`config.mk`:
```
export PLATFORM = sky130hd
export DESIGN_NAME = MiniMipsCore
export DESIGN_NICKNAME = d
export VERILOG_FILES = /design/src/design/CorePkg.sv /design/src/design/Alu.sv /design/src/design/ExecPipe.sv /design/src/design/InstrDecoder.sv /design/src/design/InstrIntake.sv /design/src/design/MiniMipsCore.sv /design/src/design/PortWriter.sv /design/src/design/RegFile.sv
export SDC_FILE = /design/constraint.sdc
export NUM_CORES = 2
export LEC_CHECK = 0
export BUFFER_PORTS_ARGS = -buffer_cell sky130_fd_sc_hd__buf_2
export CORE_ASPECT_RATIO = 0.9
export CORE_MARGIN = 4
export CORE_UTILIZATION = 64
export DETAILED_ROUTE_END_ITERATION = 7
export PLACE_DENSITY = 0.81
export SLEW_MARGIN = 20
export SYNTH_ARGS = -nofsm -noshare
export SYNTH_HDL_FRONTEND = slang
export SYNTH_SLANG_ARGS = --single-unit
```
`constraint.sdc`:
```
create_clock -name clk -period 10.3 [get_ports clk]
set_input_delay 2.06 -clock clk [delete_from_list [all_inputs] [get_ports clk]]
set_output_delay 2.06 -clock clk [all_outputs]
set_load 0.02 [all_outputs]
```
`src/design/CorePkg.sv`:
```
package CorePkg;

   // Datapath and register index widths
   localparam int DATA_W = 32;
   localparam int REG_IDX_W = 5;

   // Primary opcodes, bits 31:26
   typedef enum logic [5:0] {
      OpSpecial = 6'h00,
      OpAddiu   = 6'h09,
      OpSlti    = 6'h0A,
      OpAndi    = 6'h0C,
      OpOri     = 6'h0D,
      OpXori    = 6'h0E,
      OpLui     = 6'h0F,
      OpSw      = 6'h2B
   } opcodeT;

   // R-type function codes, bits 5:0
   typedef enum logic [5:0] {
      FnSll  = 6'h00,
      FnSrl  = 6'h02,
      FnAddu = 6'h21,
      FnSubu = 6'h23,
      FnAnd  = 6'h24,
      FnOr   = 6'h25,
      FnXor  = 6'h26,
      FnSlt  = 6'h2A
   } functT;

   // ALU operation select
   typedef enum logic [3:0] {
      AluAdd,
      AluSub,
      AluAnd,
      AluOr,
      AluXor,
      AluSlt,
      AluSll,
      AluSrl,
      AluLui
   } aluOpT;

   // Four-phase link states, shared by receive and send sides
   typedef enum logic [1:0] {
      LinkIdle,
      LinkHolding,
      LinkWaitRelease
   } linkStateT;

endpackage

```
`src/design/Alu.sv`:
```
`timescale 1ns/1ps

module Alu import CorePkg::*; (
   input  logic [DATA_W-1:0] a,
   input  logic [DATA_W-1:0] b,
   input  aluOpT             aluOp,
   output logic [DATA_W-1:0] result
);

   logic [4:0] shiftAmt;

   // Shift amount comes from a, shifted value is b
   assign shiftAmt = a[4:0];

   always_comb begin
      case (aluOp)
         AluAdd: result = a + b;
         AluSub: result = a - b;
         AluAnd: result = a & b;
         AluOr:  result = a | b;
         AluXor: result = a ^ b;
         // Signed compare
         AluSlt: result = {{(DATA_W-1){1'b0}}, $signed(a) < $signed(b)};
         AluSll: result = b << shiftAmt;
         AluSrl: result = b >> shiftAmt;
         // Immediate is already in the upper half
         AluLui: result = b;
         default: result = '0;
      endcase
   end

endmodule

```
`src/design/ExecPipe.sv`:
```
`timescale 1ns/1ps

module ExecPipe import CorePkg::*; #(
   parameter int OUT_ADDR_W = 16
) (
   input  logic                  clk,
   input  logic                  reset,
   input  logic                  slotValid,
   input  logic [DATA_W-1:0]     slotInstr,
   input  logic                  writerReady,
   output logic                  issue,
   output logic                  storeFire,
   output logic [OUT_ADDR_W-1:0] storeAddr,
   output logic [DATA_W-1:0]     storeData
);

   logic stall;

   // F stage
   logic fValid;
   logic [DATA_W-1:0] fInstr;
   logic [REG_IDX_W-1:0] decRs, decRt, decDest;
   logic [4:0] decShamt;
   aluOpT decAluOp;
   logic decUseImm, decUseShamt, decRegWrite, decIsStore;
   logic [DATA_W-1:0] decImm, rfRd1, rfRd2, fRsVal, fRtVal;

   // E stage
   logic eValid, eUseImm, eUseShamt, eRegWrite, eIsStore;
   aluOpT eAluOp;
   logic [REG_IDX_W-1:0] eRs, eRt, eDest;
   logic [4:0] eShamt;
   logic [DATA_W-1:0] eImm, eRsVal, eRtVal, eRsFwd, eRtFwd;
   logic [DATA_W-1:0] aluA, aluB, aluResult;

   // M stage
   logic mValid, mRegWrite, mIsStore, mWrites;
   logic [REG_IDX_W-1:0] mDest;
   logic [DATA_W-1:0] mResult, mStoreData;

   // M result matches a source index, r0 excluded via mWrites
   function automatic logic fwdHit(input logic [REG_IDX_W-1:0] src);
      return mWrites && (mDest == src);
   endfunction

   // Store in M waiting on a busy writer freezes everything
   assign stall     = mValid && mIsStore && !writerReady;
   assign storeFire = mValid && mIsStore && writerReady;
   assign issue     = slotValid && !stall;
   assign mWrites   = mValid && mRegWrite && (mDest != '0);

   InstrDecoder decoder_i (
      .instr(fInstr), .rs(decRs), .rt(decRt), .shamt(decShamt),
      .aluOp(decAluOp), .useImm(decUseImm), .useShamt(decUseShamt),
      .signExt(), .regWrite(decRegWrite), .isStore(decIsStore),
      .dest(decDest), .imm(decImm)
   );

   // Write-back at the end of the M cycle
   RegFile regFile_i (
      .clk(clk), .reset(reset), .ra1(decRs), .ra2(decRt),
      .we(mWrites && !stall), .wa(mDest), .wd(mResult),
      .rd1(rfRd1), .rd2(rfRd2)
   );

   // M to F forwarding covers the same-cycle register write
   assign fRsVal = fwdHit(decRs) ? mResult : rfRd1;
   assign fRtVal = fwdHit(decRt) ? mResult : rfRd2;

   // M to E forwarding for the instruction right behind
   assign eRsFwd = fwdHit(eRs) ? mResult : eRsVal;
   assign eRtFwd = fwdHit(eRt) ? mResult : eRtVal;
   assign aluA = eUseShamt ? {{(DATA_W-5){1'b0}}, eShamt} : eRsFwd;
   assign aluB = eUseImm ? eImm : eRtFwd;

   Alu alu_i (.a(aluA), .b(aluB), .aluOp(eAluOp), .result(aluResult));

   // Store address is the low bits of rs plus offset
   assign storeAddr = mResult[OUT_ADDR_W-1:0];
   assign storeData = mStoreData;

   // Valid and control bits
   always_ff @(posedge clk) begin
      if (reset) begin
         fValid    <= 1'b0;
         eValid    <= 1'b0;
         eRegWrite <= 1'b0;
         eIsStore  <= 1'b0;
         mValid    <= 1'b0;
         mRegWrite <= 1'b0;
         mIsStore  <= 1'b0;
      end else if (!stall) begin
         // Bubble enters F when no slot is valid
         fValid    <= slotValid;
         eValid    <= fValid;
         eRegWrite <= decRegWrite;
         eIsStore  <= decIsStore;
         mValid    <= eValid;
         mRegWrite <= eRegWrite;
         mIsStore  <= eIsStore;
      end
   end

   // Payload registers
   always_ff @(posedge clk) begin
      if (!stall) begin
         fInstr     <= slotInstr;
         eAluOp     <= decAluOp;
         eUseImm    <= decUseImm;
         eUseShamt  <= decUseShamt;
         eRs        <= decRs;
         eRt        <= decRt;
         eDest      <= decDest;
         eShamt     <= decShamt;
         eImm       <= decImm;
         eRsVal     <= fRsVal;
         eRtVal     <= fRtVal;
         mDest      <= eDest;
         mResult    <= aluResult;
         mStoreData <= eRtFwd;
      end
   end

endmodule

```
`src/design/InstrDecoder.sv`:
```
`timescale 1ns/1ps

module InstrDecoder import CorePkg::*; (
   input  logic [DATA_W-1:0]    instr,
   output logic [REG_IDX_W-1:0] rs,
   output logic [REG_IDX_W-1:0] rt,
   output logic [4:0]           shamt,
   output aluOpT                aluOp,
   output logic                 useImm,
   output logic                 useShamt,
   output logic                 signExt,
   output logic                 regWrite,
   output logic                 isStore,
   output logic [REG_IDX_W-1:0] dest,
   output logic [DATA_W-1:0]    imm
);

   opcodeT opcode;
   functT funct;
   logic [REG_IDX_W-1:0] rd;
   logic [15:0] imm16;

   // Field split
   assign opcode = opcodeT'(instr[31:26]);
   assign funct  = functT'(instr[5:0]);
   assign rs     = instr[25:21];
   assign rt     = instr[20:16];
   assign rd     = instr[15:11];
   assign shamt  = instr[10:6];
   assign imm16  = instr[15:0];

   // rd for R-type, rt otherwise
   assign dest = (opcode == OpSpecial) ? rd : rt;

   always_comb begin
      aluOp    = AluAdd;
      useImm   = 1'b0;
      useShamt = 1'b0;
      signExt  = 1'b0;
      regWrite = 1'b0;
      isStore  = 1'b0;
      case (opcode)
         OpSpecial: begin
            regWrite = 1'b1;
            case (funct)
               FnAddu: aluOp = AluAdd;
               FnSubu: aluOp = AluSub;
               FnAnd:  aluOp = AluAnd;
               FnOr:   aluOp = AluOr;
               FnXor:  aluOp = AluXor;
               FnSlt:  aluOp = AluSlt;
               FnSll: begin
                  aluOp    = AluSll;
                  useShamt = 1'b1;
               end
               FnSrl: begin
                  aluOp    = AluSrl;
                  useShamt = 1'b1;
               end
               // Unknown funct is a no-op
               default: regWrite = 1'b0;
            endcase
         end
         OpAddiu: {aluOp, useImm, signExt, regWrite} = {AluAdd, 3'b111};
         OpSlti:  {aluOp, useImm, signExt, regWrite} = {AluSlt, 3'b111};
         OpAndi:  {aluOp, useImm, regWrite} = {AluAnd, 2'b11};
         OpOri:   {aluOp, useImm, regWrite} = {AluOr, 2'b11};
         OpXori:  {aluOp, useImm, regWrite} = {AluXor, 2'b11};
         OpLui:   {aluOp, useImm, regWrite} = {AluLui, 2'b11};
         // Address is rs plus signed offset
         OpSw:    {aluOp, useImm, signExt, isStore} = {AluAdd, 3'b111};
         default: ;
      endcase
   end

   // Immediate extension, LUI goes to the upper half
   always_comb begin
      if (opcode == OpLui) imm = {imm16, {(DATA_W-16){1'b0}}};
      else if (signExt) imm = {{(DATA_W-16){imm16[15]}}, imm16};
      else imm = {{(DATA_W-16){1'b0}}, imm16};
   end

endmodule

```
`src/design/InstrIntake.sv`:
```
`timescale 1ns/1ps

module InstrIntake import CorePkg::*; (
   input  logic              clk,
   input  logic              reset,
   input  logic              inReq,
   input  logic [DATA_W-1:0] inInstr,
   input  logic              issue,
   output logic              inAck,
   output logic              slotValid,
   output logic [DATA_W-1:0] slotInstr
);

   linkStateT state;

   // Ack is high while holding and for one cycle after req falls
   assign inAck = (state != LinkIdle);

   always_ff @(posedge clk) begin
      if (reset) begin
         state <= LinkIdle;
      end else begin
         case (state)
            // Capture only into an empty slot
            LinkIdle: if (inReq && !slotValid) state <= LinkHolding;
            LinkHolding: if (!inReq) state <= LinkWaitRelease;
            LinkWaitRelease: state <= LinkIdle;
            default: state <= LinkIdle;
         endcase
      end
   end

   // Slot fills on capture, empties on issue
   always_ff @(posedge clk) begin
      if (reset) begin
         slotValid <= 1'b0;
      end else if (state == LinkIdle && inReq && !slotValid) begin
         slotValid <= 1'b1;
      end else if (issue) begin
         slotValid <= 1'b0;
      end
   end

   // Held instruction word
   always_ff @(posedge clk) begin
      if (state == LinkIdle && inReq && !slotValid) slotInstr <= inInstr;
   end

endmodule

```
`src/design/MiniMipsCore.sv`:
```
`timescale 1ns/1ps

module MiniMipsCore import CorePkg::*; #(
   parameter int OUT_ADDR_W = 16
) (
   input  logic                  clk,
   input  logic                  reset,
   input  logic                  inReq,
   input  logic [DATA_W-1:0]     inInstr,
   input  logic                  outAck,
   output logic                  inAck,
   output logic                  outReq,
   output logic [OUT_ADDR_W-1:0] outAddr,
   output logic [DATA_W-1:0]     outData
);

   // Intake to pipeline
   logic slotValid;
   logic [DATA_W-1:0] slotInstr;
   logic issue;

   // Pipeline to writer
   logic writerReady;
   logic storeFire;
   logic [OUT_ADDR_W-1:0] storeAddr;
   logic [DATA_W-1:0] storeData;

   InstrIntake intake_i (
      .clk(clk), .reset(reset), .inReq(inReq), .inInstr(inInstr),
      .issue(issue), .inAck(inAck), .slotValid(slotValid),
      .slotInstr(slotInstr)
   );

   ExecPipe #(.OUT_ADDR_W(OUT_ADDR_W)) pipe_i (
      .clk(clk), .reset(reset), .slotValid(slotValid), .slotInstr(slotInstr),
      .writerReady(writerReady), .issue(issue), .storeFire(storeFire),
      .storeAddr(storeAddr), .storeData(storeData)
   );

   // Store path out of the core
   PortWriter #(.OUT_ADDR_W(OUT_ADDR_W)) writer_i (
      .clk(clk), .reset(reset), .storeFire(storeFire), .storeAddr(storeAddr),
      .storeData(storeData), .outAck(outAck), .writerReady(writerReady),
      .outReq(outReq), .outAddr(outAddr), .outData(outData)
   );

endmodule

```
`src/design/PortWriter.sv`:
```
`timescale 1ns/1ps

module PortWriter import CorePkg::*; #(
   parameter int OUT_ADDR_W = 16
) (
   input  logic                  clk,
   input  logic                  reset,
   input  logic                  storeFire,
   input  logic [OUT_ADDR_W-1:0] storeAddr,
   input  logic [DATA_W-1:0]     storeData,
   input  logic                  outAck,
   output logic                  writerReady,
   output logic                  outReq,
   output logic [OUT_ADDR_W-1:0] outAddr,
   output logic [DATA_W-1:0]     outData
);

   linkStateT state;

   assign writerReady = (state == LinkIdle);
   // Req only while holding, drops after ack is seen
   assign outReq = (state == LinkHolding);

   always_ff @(posedge clk) begin
      if (reset) begin
         state <= LinkIdle;
      end else begin
         case (state)
            LinkIdle: if (storeFire) state <= LinkHolding;
            LinkHolding: if (outAck) state <= LinkWaitRelease;
            // Ready again only once ack is released
            LinkWaitRelease: if (!outAck) state <= LinkIdle;
            default: state <= LinkIdle;
         endcase
      end
   end

   // Address and data stay put for the whole send
   always_ff @(posedge clk) begin
      if (state == LinkIdle && storeFire) begin
         outAddr <= storeAddr;
         outData <= storeData;
      end
   end

endmodule

```
`src/design/RegFile.sv`:
```
`timescale 1ns/1ps

module RegFile import CorePkg::*; (
   input  logic                 clk,
   input  logic                 reset,
   input  logic [REG_IDX_W-1:0] ra1,
   input  logic [REG_IDX_W-1:0] ra2,
   input  logic                 we,
   input  logic [REG_IDX_W-1:0] wa,
   input  logic [DATA_W-1:0]    wd,
   output logic [DATA_W-1:0]    rd1,
   output logic [DATA_W-1:0]    rd2
);

   logic [DATA_W-1:0] regs [2**REG_IDX_W];

   // Asynchronous read ports
   assign rd1 = regs[ra1];
   assign rd2 = regs[ra2];

   // r0 is never written, so it stays zero after reset
   always_ff @(posedge clk) begin
      if (reset) begin
         for (int i = 0; i < 2**REG_IDX_W; i++) regs[i] <= '0;
      end else if (we && wa != '0) begin
         regs[wa] <= wd;
      end
   end

endmodule

```
==> flow_summary.ini <==
[die]
die_w_microns = 368
die_area_sq_mm = 0.122
core_sq_mm = 0.115
rows = 118
die_y_microns = 332
io_pins = 86
start_util = 0.647

[final_layout]
seqCellArea_sq_mm = 0.0403
nets = 5401
syn2layout_area_growth_pct = 8.88
fin_area_sq_mm = 0.0813
layout_commonest_cell = edfxtp_1
fillers = 7432
drive_above_1_share = 0.244
final_cell_mix = edfxtp_1 (1,327), and2_1 (781), mux4_2 (640)
multi_input_area_sq_mm = 0.0323

[logic_synthesis]
synthCells = 5328
synth-main-ff-cell = edfxtp_1
synth.yosys.seq_area_share = 0.539
yosysUniqueCellTypes = 93
synth-adder-area-share = 0.0166
synth_xor_area_frac = 0.00328
synthMuxAreaShare = 0.224
synth-edff-count = 1327
post-synth-top-area-cell = edfxtp_1
synthSimpleGateAreaFrac = 0.124
synth_compound_gate_area_share = 0.0602
ys_ff_latch = 1349
synthArstFlopShare = 0
synth_area_sq_mm = 0.0747
synth_top_family_by_area = multiplexers
syn_avg_cell_area_sq_um = 14.0
synth_top_area_frac = 0.533
yosys_warnings = 0
netlist_top_cells_area = edfxtp_1 (53%), mux4_2 (19%), and2_1 (6.5%), mux2i_1 (2.8%), clkbuf_1 (2.0%)

[sta]
hold_viol_final = 0
final-setup-viol-count = 0
worst_pin_slew_ps = 1220
rsz0062_at_grt = no
fin_crit_sh = 0.691
slew_headroom = 0.186
fin_tns_setup_ps = 0
period_needed_ps = 7120
worst_slack_ps = 3180
timing.final.max_slew_violations = 0
fmax_mhz = 140
hold_ws_ps = 412
clock-skew-final_ps = 31.3

[routing]
dr_total_vias = 51800
final_antenna_net_count = 0
wl_per_cell_microns = 35.0
drt_iter0_drc = 9309
firstDrtPassIters = 6
drt-total-wl_mm = 243
drc = 0
detail_route.vias_per_cell = 7.46

[global_routing]
gr-usage-met3 = 0.111
grt_overflow = 0
grt_max_degree = 122
use_met1 = 0.562
first_global_vias = 51100
antenna_found_initial = 15
grt_pass1_wl_mm = 351
met2_usage = 0.574
grt_use_total = 0.398
top_usage_layer = met2

[cts]
cts_tree = yes
cts_resized = 0
cts_buffers = 139
cts_sinks = 1349
htree_levels = 4
root_buffer = clkbuf_16
cts_setup_buffers = 0
insertion_delay_ps = 790
clock_path_buffers = 3
ctsHoldBuffers = 0
clk_pin_slew_ps = 70

[power]
pwr-share-clk = 0.324
p_sw_frac = 0.328
pwr_density_cell_mw_per_mm2 = 188
seqPwrFrac = 0.436
internal_power_w = 0.0103
p_sw_w = 0.00502
combPwrFrac = 0.241
peakVddDrop_v = 0.000175
leakagePower_nw = 29.7

[status]
outcome = finished, final reports clean

[critical_path]
endpoint_kind = register
crit_type = register to register
arrival_ps = 7630
path_max_fanout = 32
cp.required_ps = 10800
start_kind = register

[run]
cap_violations = 0

[placed_design]
place_area_sq_mm = 0.0769
io_buffers = 85
hpwlAfterDp_mm = 154
place_congestion = 1.02
place_ws_ps = 3410

[worst_hold_path]
hold_path.class = register to register
-- critical path, cell delays in order, from the launching register on --
cell and delay (ps):
edfxtp_1 590, or3_1 520, o311ai_4 280, buf_4 460, o21ai_0 230, a31oi_1 650, ha_1 370, inv_1 130
fa_1 490, nor2b_1 180, o311ai_1 630, a211oi_1 330, o21ai_1 330, or3b_1 400, o21ai_1 510, o31ai_1 160
a221o_1 350, o21ai_0 80, nand4b_1 110
-- flip-flops by register name (all words and copies together) (netlist names), 32 cells and up, named ones only --
register	cells
intake_i.slotInstr	32
pipe_i.eImm	32
pipe_i.fInstr	32
writer_i.outData	32
pipe_i.regFile_i.regs	1024
pipe_i.mResult	32
pipe_i.storeData	32
pipe_i.eRsVal	32
pipe_i.eRtVal	32
-- power groups by stage --
stage	combinational, W	clock [W]	sequential [W]
finish	0.00368	0.00495	0.00666
CTS	0.00353	0.00498	0.00665
global placement	0.00346	0	0.00676
global route	0.00382	0.00522	0.00667
floorplan	0.00223	0	0.00665
detailed placement	0.00351	0	0.00676
-- logic make-up (layout without fill, tap and decap cells) --
family,Yosys count,in the layout
adder cells (fa/ha/maj),98,98
other,1,36
flip-flops,1349,1349
AND/OR/NAND/NOR,1709,1709
buffers and inverters,620,641
multiplexers,871,871
XOR/XNOR,28,28
AO/OA/AOI/OAI,652,652
-- final timing paths --
check	slack, ps	start	depth (start not counted)	to
worst max-delay path	3180	pipe_i.mDest[2]$_DFFE_PN_	18	pipe_i.mResult[26]$_DFFE_PN_
worst min-delay path	410	pipe_i.storeData[1]$_DFFE_PN_	0	writer_i.outData[1]$_DFFE_PP_
worst max register to register	3180	pipe_i.mDest[2]$_DFFE_PN_	18	pipe_i.mResult[26]$_DFFE_PN_
worst min register to register	410	pipe_i.storeData[1]$_DFFE_PN_	0	writer_i.outData[1]$_DFFE_PP_
-- metrics by stage --
step / total power, W / util / instances
final: 0.0153 / 0.704 / 6944
after global routing: 0.0157 / 0.704 / 6941
after CTS: 0.0152 / 0.704 / 6939
after floorplan: 0.00887 / - / 5359
after detailed placement: 0.0103 / 0.666 / 6685
after global placement: 0.0102 / 0.666 / 6684
-- synth_stat cells (all sizes together), types with 56 or more instances --
cell type,instances
nand3,56
clkbuf,389
or2,67
edfxtp,1327
nor3,243
and2,782
nand2,185
buf,120
a21oi,181
inv,110
mux4,640
nor2,264
ha,96
mux2i,209
o21ai,129
-- metal layers --
layer	up-vias	share of wire	wire [microns]
li1	20500	-	-
met1	25800	0.35	85900
met2	4597	0.44	106000
met3	903	0.15	35900
met4	2	0.061	14800
met5	-	0.000045	11
-- final cells by class --
type / instances / area share
Inverter: 111 / 0.00521
Clock inverter: 89 / 0.00931
Antenna cell: 4 / 0.000123
Clock buffer: 165 / 0.0447
Multi-Input combinational cell: 3390 / 0.397
Timing Repair Buffer: 276 / 0.0240
Tap cell: 1560 / 0.0240
Sequential cell: 1349 / 0.496
(Power assumes the default switching activity.)
